--- src/bridge_defs.svh ---
`ifndef BRIDGE_DEFS_SVH
`define BRIDGE_DEFS_SVH

// bus widths
`define BR_DATA_W      8
`define BR_EP_W        4
`define BR_LEN_W       12
`define BR_GPIO_W      10

// endpoint map
`define BR_EP_CONFIG   0          // CDC line coding
`define BR_EP_GPIO     8          // parallel output

// packet lengths in bytes
`define BR_LC_BYTES    7
`define BR_GPIO_BYTES  2

// line coding after reset, stop bits and parity are 0
`define BR_LC_BAUD_RST 115200
`define BR_LC_DATA_RST 8

// heartbeat
`define BR_LED_HALF    30000000   // half period, 0.5 s at 60 MHz

`endif

--- src/usb_ep_pkg.sv ---
`include "bridge_defs.svh"

package usb_ep_pkg;

  // ========================================
  // endpoint side of the device controller
  // ========================================

  // endpoint number as presented by the controller
  typedef logic [`BR_EP_W-1:0] ep_num_t;

  // position of a byte within one packet
  // counters of this type saturate at 15, so a long packet never
  // wraps back onto a valid short length
  typedef logic [3:0] byte_idx_t;

endpackage

--- src/line_coding_pkg.sv ---
`include "bridge_defs.svh"

package line_coding_pkg;

  // ========================================
  // CDC line coding record
  // ========================================

  // fields listed from the top bit down, so wire byte 0 sits in bits 7:0
  typedef struct packed {
    logic [`BR_DATA_W-1:0]   data_bits;   // wire byte 6
    logic [`BR_DATA_W-1:0]   parity;      // wire byte 5
    logic [`BR_DATA_W-1:0]   stop_bits;   // wire byte 4
    logic [4*`BR_DATA_W-1:0] baud;        // wire bytes 3..0, little-endian
  } lc_fields_t;

  // same record as bytes, index = wire position
  typedef logic [`BR_LC_BYTES-1:0][`BR_DATA_W-1:0] lc_bytes_t;

  // endpoint 0 writes and reads bytes, the uart ports see fields
  typedef union packed {
    lc_fields_t fields;
    lc_bytes_t  bytes;
  } line_coding_u;

endpackage

--- src/rx_byte_if.sv ---
`timescale 1ns/1ps
`include "bridge_defs.svh"

// received bytes and packet end events, capture -> endpoint sinks
interface rx_byte_if import usb_ep_pkg::*; ();

  ep_num_t               ep;       // endpoint of the packet
  logic [`BR_DATA_W-1:0] data;     // byte payload
  byte_idx_t             idx;      // position in packet
  logic                  valid;    // one strobe per byte
  logic                  commit;   // packet ended good
  logic                  abort;    // packet ended bad

  modport capture (
    output ep, data, idx, valid, commit, abort
  );

  modport sink (
    input  ep, data, idx, valid, commit, abort
  );

endinterface

--- src/usb_rx_capture.sv ---
`timescale 1ns/1ps
`include "bridge_defs.svh"

module usb_rx_capture import usb_ep_pkg::*; (
  input  logic                  PHY_CLKOUT,
  input  logic                  RESET_IN,
  input  ep_num_t               endpt_i,
  input  logic [`BR_DATA_W-1:0] rxdat_i,
  input  logic                  rxval_i,
  input  logic                  rxact_i,
  input  logic                  rxpktval_i,
  input  logic                  setup_i,
  rx_byte_if.capture            rx
);

  // ========================================
  // input register stage
  // ========================================
  ep_num_t               ep_q;
  logic [`BR_DATA_W-1:0] dat_q;
  logic                  val_q;
  logic                  act_q;
  logic                  act_d;        // act_q delayed, for edges
  logic                  pktval_q;
  logic                  setup_q;

  always_ff @(posedge PHY_CLKOUT) begin
    if (RESET_IN) begin
      val_q    <= 1'b0;
      act_q    <= 1'b0;
      act_d    <= 1'b0;
      pktval_q <= 1'b0;
      setup_q  <= 1'b0;
    end else begin
      val_q    <= rxval_i;
      act_q    <= rxact_i;
      act_d    <= act_q;
      pktval_q <= rxpktval_i;
      setup_q  <= setup_i;
    end
  end

  always_ff @(posedge PHY_CLKOUT) begin
    ep_q  <= endpt_i;
    dat_q <= rxdat_i;
  end

  // ========================================
  // byte position and packet end
  // ========================================
  logic      pkt_start;
  logic      pkt_end;
  logic      pkt_good;
  logic      byte_take;
  logic      pkt_seen;                 // rxpktval seen in this packet
  byte_idx_t byte_cnt;
  byte_idx_t idx_base;

  assign pkt_start = act_q & ~act_d;
  assign pkt_end   = ~act_q & act_d;
  assign pkt_good  = pktval_q & act_q;
  assign byte_take = val_q & act_q & ~setup_q;   // setup bytes dropped
  assign idx_base  = pkt_start ? '0 : byte_cnt;

  always_ff @(posedge PHY_CLKOUT) begin
    if (RESET_IN) begin
      byte_cnt  <= '0;
      pkt_seen  <= 1'b0;
      rx.valid  <= 1'b0;
      rx.commit <= 1'b0;
      rx.abort  <= 1'b0;
    end else begin
      rx.valid  <= byte_take;
      rx.commit <= pkt_good & ~setup_q;
      // a setup packet never reaches the sinks as good
      rx.abort  <= (pkt_good & setup_q) | (pkt_end & ~pkt_seen);
      if (pkt_good) begin
        pkt_seen <= 1'b1;
      end else if (pkt_start) begin
        pkt_seen <= 1'b0;
      end
      if (byte_take) begin
        byte_cnt <= (idx_base == '1) ? idx_base : idx_base + 1'b1;  // saturate
      end else if (pkt_start) begin
        byte_cnt <= '0;
      end
    end
  end

  always_ff @(posedge PHY_CLKOUT) begin
    rx.ep   <= ep_q;
    rx.data <= dat_q;
    rx.idx  <= idx_base;
  end

endmodule

--- src/line_coding_regs.sv ---
`timescale 1ns/1ps
`include "bridge_defs.svh"

module line_coding_regs import usb_ep_pkg::*, line_coding_pkg::*; (
  input  logic         PHY_CLKOUT,
  input  logic         RESET_IN,
  rx_byte_if.sink      rx,
  output line_coding_u lc_o
);

  localparam lc_fields_t LC_RST = '{
    data_bits: `BR_LC_DATA_RST,
    parity:    '0,
    stop_bits: '0,
    baud:      `BR_LC_BAUD_RST
  };

  line_coding_u stage;                 // packet in flight
  byte_idx_t    stage_cnt;             // bytes staged so far
  logic         ep_hit;

  assign ep_hit = (rx.ep == ep_num_t'(`BR_EP_CONFIG));

  // ========================================
  // staging by byte index
  // ========================================
  always_ff @(posedge PHY_CLKOUT) begin
    if (rx.valid && ep_hit && (rx.idx < `BR_LC_BYTES)) begin
      stage.bytes[rx.idx] <= rx.data;
    end
  end

  // ========================================
  // count and commit
  // ========================================
  always_ff @(posedge PHY_CLKOUT) begin
    if (RESET_IN) begin
      stage_cnt   <= '0;
      lc_o.fields <= LC_RST;
    end else if (rx.commit || rx.abort) begin
      // only a complete record replaces the live one
      if (rx.commit && ep_hit && (stage_cnt == `BR_LC_BYTES)) begin
        lc_o <= stage;
      end
      stage_cnt <= '0;                 // staging discarded either way
    end else if (rx.valid && ep_hit && (stage_cnt != '1)) begin
      stage_cnt <= stage_cnt + 1'b1;
    end
  end

endmodule

--- src/gpio_endpoint.sv ---
`timescale 1ns/1ps
`include "bridge_defs.svh"

module gpio_endpoint import usb_ep_pkg::*; (
  input  logic                  PHY_CLKOUT,
  input  logic                  RESET_IN,
  rx_byte_if.sink               rx,
  output logic [`BR_GPIO_W-1:0] gpio_o
);

  logic [`BR_DATA_W-1:0] byte0;        // output bits 7..0
  logic [`BR_DATA_W-1:0] byte1;        // low bits give 9..8
  byte_idx_t             cnt;
  logic                  ep_hit;

  assign ep_hit = (rx.ep == ep_num_t'(`BR_EP_GPIO));

  always_ff @(posedge PHY_CLKOUT) begin
    if (rx.valid && ep_hit) begin
      if (rx.idx == byte_idx_t'(0)) begin
        byte0 <= rx.data;
      end
      if (rx.idx == byte_idx_t'(1)) begin
        byte1 <= rx.data;
      end
    end
  end

  always_ff @(posedge PHY_CLKOUT) begin
    if (RESET_IN) begin
      cnt    <= '0;
      gpio_o <= '0;
    end else if (rx.commit || rx.abort) begin
      if (rx.commit && ep_hit && (cnt >= `BR_GPIO_BYTES)) begin
        gpio_o <= {byte1[`BR_GPIO_W-`BR_DATA_W-1:0], byte0};  // extra bytes ignored
      end
      cnt <= '0;
    end else if (rx.valid && ep_hit && (cnt != '1)) begin
      cnt <= cnt + 1'b1;
    end
  end

endmodule

--- src/ep_tx_mux.sv ---
`timescale 1ns/1ps
`include "bridge_defs.svh"

module ep_tx_mux import usb_ep_pkg::*, line_coding_pkg::*; (
  input  logic                  PHY_CLKOUT,
  input  logic                  RESET_IN,
  input  ep_num_t               endpt_i,
  input  logic                  setup_i,
  input  logic                  txact_i,
  input  logic                  txpop_i,
  input  line_coding_u          lc_i,
  output logic                  rxrdy_o,
  output logic [`BR_DATA_W-1:0] txdat_o,
  output logic [`BR_LEN_W-1:0]  txdat_len_o,
  output logic                  txcork_o,
  output logic                  txval_o
);

  localparam logic [`BR_LEN_W-1:0] LC_LEN  = `BR_LC_BYTES;
  localparam byte_idx_t            RD_LAST = `BR_LC_BYTES - 1;

  logic      ep_cfg;
  logic      ep_gpio;
  logic      cfg_send;                 // endpoint 0 answering a read
  logic      txact_q;
  byte_idx_t rd_idx;

  // ========================================
  // endpoint decode
  // ========================================
  always_comb begin
    ep_cfg  = 1'b0;
    ep_gpio = 1'b0;
    case (endpt_i)
      ep_num_t'(`BR_EP_CONFIG): ep_cfg  = 1'b1;
      ep_num_t'(`BR_EP_GPIO):   ep_gpio = 1'b1;
      default: ;                       // unused endpoints stay corked
    endcase
  end

  assign cfg_send    = ep_cfg & ~setup_i;
  assign rxrdy_o     = ep_cfg | ep_gpio;
  assign txval_o     = cfg_send;
  assign txcork_o    = ~cfg_send;
  assign txdat_len_o = cfg_send ? LC_LEN : '0;
  assign txdat_o     = cfg_send ? lc_i.bytes[rd_idx] : '0;

  // ========================================
  // read pointer into the record
  // ========================================
  always_ff @(posedge PHY_CLKOUT) begin
    if (RESET_IN) begin
      txact_q <= 1'b0;
      rd_idx  <= '0;
    end else begin
      txact_q <= txact_i;
      if (txact_i && !txact_q) begin
        rd_idx <= '0;                  // new IN transfer
      end else if (txpop_i && cfg_send && (rd_idx != RD_LAST)) begin
        rd_idx <= rd_idx + 1'b1;
      end
    end
  end

endmodule

--- src/heartbeat_led.sv ---
`timescale 1ns/1ps
`include "bridge_defs.svh"

module heartbeat_led #(
  parameter int unsigned LED_HALF = `BR_LED_HALF
) (
  input  logic PHY_CLKOUT,
  input  logic RESET_IN,
  output logic led_o
);

  localparam int unsigned      CNT_W    = (LED_HALF > 1) ? $clog2(LED_HALF) : 1;
  localparam logic [CNT_W-1:0] CNT_LAST = CNT_W'(LED_HALF - 1);

  logic [CNT_W-1:0] cnt;               // cycles into the half period

  always_ff @(posedge PHY_CLKOUT) begin
    if (RESET_IN) begin
      cnt   <= '0;
      led_o <= 1'b0;
    end else if (cnt == CNT_LAST) begin
      cnt   <= '0;
      led_o <= ~led_o;
    end else begin
      cnt <= cnt + 1'b1;
    end
  end

endmodule

--- src/usb_bridge_top.sv ---
`timescale 1ns/1ps
`include "bridge_defs.svh"

module usb_bridge_top import usb_ep_pkg::*, line_coding_pkg::*; #(
  parameter int unsigned LED_HALF = `BR_LED_HALF
) (
  input  logic                    PHY_CLKOUT,
  input  logic                    RESET_IN,
  // device controller, endpoint side
  input  ep_num_t                 endpt_i,
  input  logic [`BR_DATA_W-1:0]   rxdat_i,
  input  logic                    rxval_i,
  input  logic                    rxact_i,
  input  logic                    rxpktval_i,
  input  logic                    setup_i,
  input  logic                    txact_i,
  input  logic                    txpop_i,
  output logic                    rxrdy_o,
  output logic [`BR_DATA_W-1:0]   txdat_o,
  output logic [`BR_LEN_W-1:0]    txdat_len_o,
  output logic                    txcork_o,
  output logic                    txval_o,
  // endpoint 8
  output logic [`BR_GPIO_W-1:0]   parallel_gpio_o,
  // line coding
  output logic [4*`BR_DATA_W-1:0] uart_baud_o,
  output logic [`BR_DATA_W-1:0]   uart_stop_bits_o,
  output logic [`BR_DATA_W-1:0]   uart_parity_o,
  output logic [`BR_DATA_W-1:0]   uart_data_bits_o,
  output logic                    led_o
);

  rx_byte_if    rx_bus ();
  line_coding_u lc;                    // live record from endpoint 0

  // ========================================
  // receive path
  // ========================================
  usb_rx_capture u_rx_capture (
    .PHY_CLKOUT (PHY_CLKOUT),
    .RESET_IN   (RESET_IN),
    .endpt_i    (endpt_i),
    .rxdat_i    (rxdat_i),
    .rxval_i    (rxval_i),
    .rxact_i    (rxact_i),
    .rxpktval_i (rxpktval_i),
    .setup_i    (setup_i),
    .rx         (rx_bus)
  );

  line_coding_regs u_line_coding (
    .PHY_CLKOUT (PHY_CLKOUT),
    .RESET_IN   (RESET_IN),
    .rx         (rx_bus),
    .lc_o       (lc)
  );

  gpio_endpoint u_gpio (
    .PHY_CLKOUT (PHY_CLKOUT),
    .RESET_IN   (RESET_IN),
    .rx         (rx_bus),
    .gpio_o     (parallel_gpio_o)
  );

  // ========================================
  // routing and transmit path
  // ========================================
  ep_tx_mux u_tx_mux (
    .PHY_CLKOUT  (PHY_CLKOUT),
    .RESET_IN    (RESET_IN),
    .endpt_i     (endpt_i),
    .setup_i     (setup_i),
    .txact_i     (txact_i),
    .txpop_i     (txpop_i),
    .lc_i        (lc),
    .rxrdy_o     (rxrdy_o),
    .txdat_o     (txdat_o),
    .txdat_len_o (txdat_len_o),
    .txcork_o    (txcork_o),
    .txval_o     (txval_o)
  );

  heartbeat_led #(
    .LED_HALF (LED_HALF)
  ) u_led (
    .PHY_CLKOUT (PHY_CLKOUT),
    .RESET_IN   (RESET_IN),
    .led_o      (led_o)
  );

  assign uart_baud_o      = lc.fields.baud;
  assign uart_stop_bits_o = lc.fields.stop_bits;
  assign uart_parity_o    = lc.fields.parity;
  assign uart_data_bits_o = lc.fields.data_bits;

endmodule

--- config.mk ---
export PLATFORM = sky130hd
export DESIGN_NAME = usb_bridge_top
export DESIGN_NICKNAME = d
export VERILOG_FILES = /design/src/usb_ep_pkg.sv /design/src/line_coding_pkg.sv /design/src/rx_byte_if.sv /design/src/usb_rx_capture.sv /design/src/line_coding_regs.sv /design/src/gpio_endpoint.sv /design/src/ep_tx_mux.sv /design/src/heartbeat_led.sv /design/src/usb_bridge_top.sv
export VERILOG_INCLUDE_DIRS = /design/src /design/src/src
export SDC_FILE = /design/constraint.sdc
export NUM_CORES = 1
export LEC_CHECK = 0
export BUFFER_PORTS_ARGS = -buffer_cell sky130_fd_sc_hd__buf_4
export CAP_MARGIN = 30
export CORE_MARGIN = 2
export CORE_UTILIZATION = 50
export DETAILED_ROUTE_END_ITERATION = 8
export PLACE_DENSITY_LB_ADDON = 0.2
export SLEW_MARGIN = 5
export SYNTH_ARGS = -nofsm -noshare
export SYNTH_HDL_FRONTEND = slang
export SYNTH_SLANG_ARGS = --single-unit
export TNS_END_PERCENT = 20
--- constraint.sdc ---
create_clock -name PHY_CLKOUT -period 2.2 [get_ports PHY_CLKOUT]
set_clock_uncertainty 0.05 [all_clocks]
set_input_delay 0.11 -clock PHY_CLKOUT [delete_from_list [all_inputs] [get_ports PHY_CLKOUT]]
set_output_delay 0.11 -clock PHY_CLKOUT [all_outputs]
set_load 0.01 [all_outputs]
==> results.json <==
{
  "path_class": "flop to output port",
  "ys_top_cells_by_area": "dfxtp_1, edfxtp_1, nand2_1",
  "rr_worst_depth": 4,
  "grt_pass1_vias": 5440,
  "grt_pass1_wl_um": 27400,
  "syn_avg_cell_area_um2": 10.8,
  "drt_iter0_drc": 247,
  "clock_latency_ns": 0.50,
  "root_buffer": "clkbuf_16",
  "postPlaceCellArea_mm2": 0.00880,
  "cts_buffers": 21,
  "path_max_fanout": 17,
  "synth_seq_cells": 212,
  "start_util": 0.514,
  "vias": 5644,
  "max_clock_freq_mhz": 467,
  "gp_congestion": 0.782,
  "synth-edff-count": 66,
  "holdCritPathClass": "input pin to flop",
  "cts_max_path_buffers": 3,
  "drt-total-wl_um": 17400,
  "rows": 45,
  "cts_setup_buffers": 0,
  "syn_area_mm2": 0.00784,
  "synth_ff_type": "dfxtp_1",
  "p_switching_mw": 1.52,
  "yosysSeqAreaShare": 0.626,
  "p_clk_frac": 0.448,
  "path_clk_slew_ns": 0.06,
  "die-height_um": 129,
  "grt_max_degree": 37,
  "seqPwrFrac": 0.533,
  "area_delta_synth_final_pct": 24.2,
  "setup_violations": 0,
  "crit_required_ns": 2.04,
  "track_usage": 0.209,
  "num_antenna_cells": 0,
  "yosysTopAreaCellShare": 0.373,
  "firstDrtPassIters": 5,
  "worstPathArrival_ns": 1.98,
  "synth_cells": 723,
  "maxCapViolations": 0,
  "regToRegStartpoint": "u_rx_capture.rx.ep[1]$_DFF_P_",
  "ir_drop_mv": 0.540,
  "leakagePower_nw": 3.56,
  "fin_crit_ns": 2.14,
  "numPortBuffers": 100,
  "die_area_mm2": 0.0167,
  "cts_max_level": 1,
  "holdCritStartpoint": "txpop_i",
  "final_hold_viol_count": 0,
  "core_mm2": 0.0153,
  "dp_hpwl_um": 12200,
  "status": "finished, final reports clean",
  "whs_endpoint": "u_tx_mux.rd_idx[0]$_SDFFE_PP0P_",
  "p_total_mw": 7.71,
  "p_comb_frac": 0.019,
  "cts.sinks": 212,
  "overflow": 0,
  "swShare": 0.197,
  "avgViaCountPerCell": 5.24,
  "fill_cells": 1209,
  "synth_largest_area_cell": "dfxtp_1",
  "cts_tree": "done",
  "endpoint_kind": "output port",
  "drc": 0,
  "worst_r2r_endpoint": "u_line_coding.stage[22]$_DFFE_PP_",
  "layout.nets": 879,
  "fin_area_mm2": 0.00973,
  "die_w_um": 129,
  "hold-path-cell-count": 4,
  "setup.worst_path.start_class": "flop",
  "post-route-period-util": 0.973,
  "io_pins": 110,
  "yosys_warnings": 0,
  "antenna_found_initial": 0,
  "drtAntennaViolNets": 0,
  "slew_viol_final": 0,
  "rsz0062_at_grt": "yes",
  "async_flop_share": 0,
  "drive_gt1_frac": 0.201,
  "cellPowerDensity_mw_per_mm2": 792,
  "synth_cell_types": 50,
  "wl_per_cell_um": 16.2,
  "r2r_slack_ns": 0.12,
  "p_int_mw": 6.19
}
-- area by class of cell --
class                      count  area [µm²]  share of cell area
multi-input combinational    460        2660               0.274
tap                          211         264              0.0271
timing repair buffer         147        1190               0.122
inverter                      10        37.5             0.00386
clock buffer                  32         618              0.0635
sequential                   212        4910               0.504
clock inverter                 5        53.8             0.00553
-- Yosys cell counts, types with 3 or more instances --
cell type and instances:
dfxtp_1 146, nand2_1 140, a21oi_1 80, edfxtp_1 66
nor2_1 40, clkbuf_1 23, o21ai_0 19, mux2i_1 18
buf_4 17, nand4_1 13, nand3_1 11, inv_1 10
nor3_1 9, or3_1 9, xor2_1 9, and3_1 8
mux4_2 8, o2bb2ai_1 8, xnor2_1 8, and2_1 7
ha_1 7, nand3b_1 7, nor2b_1 7, nor4_1 5
and3b_1 4, buf_6 4, o31ai_1 4, or4_1 4
buf_2 3, or2_2 3
-- worst max path at each step --
stage,startpoint,endpoint,cells after the start
after floorplan,u_rx_capture.rx.ep[1]$_DFF_P_,u_line_coding.stage[40]$_DFFE_PP_,4
after global placement,u_rx_capture.rx.ep[1]$_DFF_P_,u_line_coding.stage[49]$_DFFE_PP_,4
after detailed placement,u_rx_capture.rx.ep[1]$_DFF_P_,u_line_coding.stage[4]$_DFFE_PP_,4
after CTS,u_tx_mux.rd_idx[0]$_SDFFE_PP0P_,txdat_o[1],5
after global routing,u_tx_mux.rd_idx[0]$_SDFFE_PP0P_,txdat_o[1],7
final,u_tx_mux.rd_idx[0]$_SDFFE_PP0P_,txdat_o[1],5
-- cells by family after synthesis --
family | after synthesis | share of synthesized area
AND/OR/NAND/NOR | 278 | 0.168
other | 1 | 0.000479
AO/OA/AOI/OAI | 123 | 0.0885
multiplexers | 26 | 0.0460
buffers and inverters | 59 | 0.0409
XOR/XNOR | 17 | 0.0190
flip-flops | 212 | 0.626
adder cells (fa/ha/maj) | 7 | 0.0112
-- per-stage QoR --
step / instances / hold WS [ns] / worst slack [ns] / setup TNS, ns / util
2_1_floorplan: 731 / 0.0877 / -0.102 / -1.55 / -
3_3_place_gp: 1017 / 0.165 / 0.139 / 0 / 0.577
3_5_place_dp: 1017 / 0.166 / 0.0931 / 0 / 0.577
4_1_cts: 1077 / 0.0458 / 0.0262 / 0 / 0.637
5_1_grt: 1077 / 0.163 / -0.0100 / -0.0472 / 0.638
6_report: 1077 / 0.0717 / 0.0605 / 0 / 0.638
-- power by group through the flow --
stage          Clock [mW]  Sequential [mW]  Combinational [mW]
2_1_floorplan           0             4.17              0.0797
3_3_place_gp            0             4.19               0.111
3_5_place_dp            0             4.19               0.114
4_1_cts              3.53             4.11               0.146
5_1_grt              3.69             4.11               0.164
6_report             3.45             4.11               0.147
-- cell usage in the layout (no fill, tap or decap), drive strengths merged, types with 18 or more instances in the layout --
master and n:
a21oi 80, buf 124, clkbuf 32, dfxtp 146, dlygate4sd3 23, edfxtp 66, mux2i 18, nand2 140
nor2 40, o21ai 19
-- state kept, by name, indices dropped and copies added, names as in the netlist, 2 cells and up --
register / count
u_rx_capture.ep_q: 4
u_rx_capture.byte_cnt: 4
u_rx_capture.dat_q: 8
u_gpio.byte1: 2
u_line_coding.stage: 56
u_tx_mux.rd_idx: 4
u_line_coding.lc_o: 56
u_rx_capture.rx.data: 8
u_gpio.gpio_o: 10
u_line_coding.stage_cnt: 4
u_rx_capture.rx.idx: 4
u_led.cnt: 25
u_gpio.cnt: 4
u_gpio.byte0: 8
u_rx_capture.rx.ep: 4
-- worst max-delay path, cell delays in order, from the launching register on --
cell	delay, ns
dfxtp_2	0.37
buf_12	0.18
mux4_2	0.54
mux2i_1	0.15
nor2_1	0.06
buf_4	0.16
-- metal layers --
layer	up-vias	global-route usage	routed length [µm]
met5	-	0	0
met4	0	0.0467	212
met3	16	0.0306	894
met2	153	0.362	8500
met1	2702	0.280	7790
li1	2773	-	-
-- what timing repair did --
| item | in CTS | in global routing |
|---|---|---|
| endpoints found under the setup margin | 8 | 19 |
| resized for setup | 5 | 5 |
| hold buffers | 23 | 0 |
| endpoints found under the hold margin | 29 | 0 |
Power figures use the tool's default switching activity.
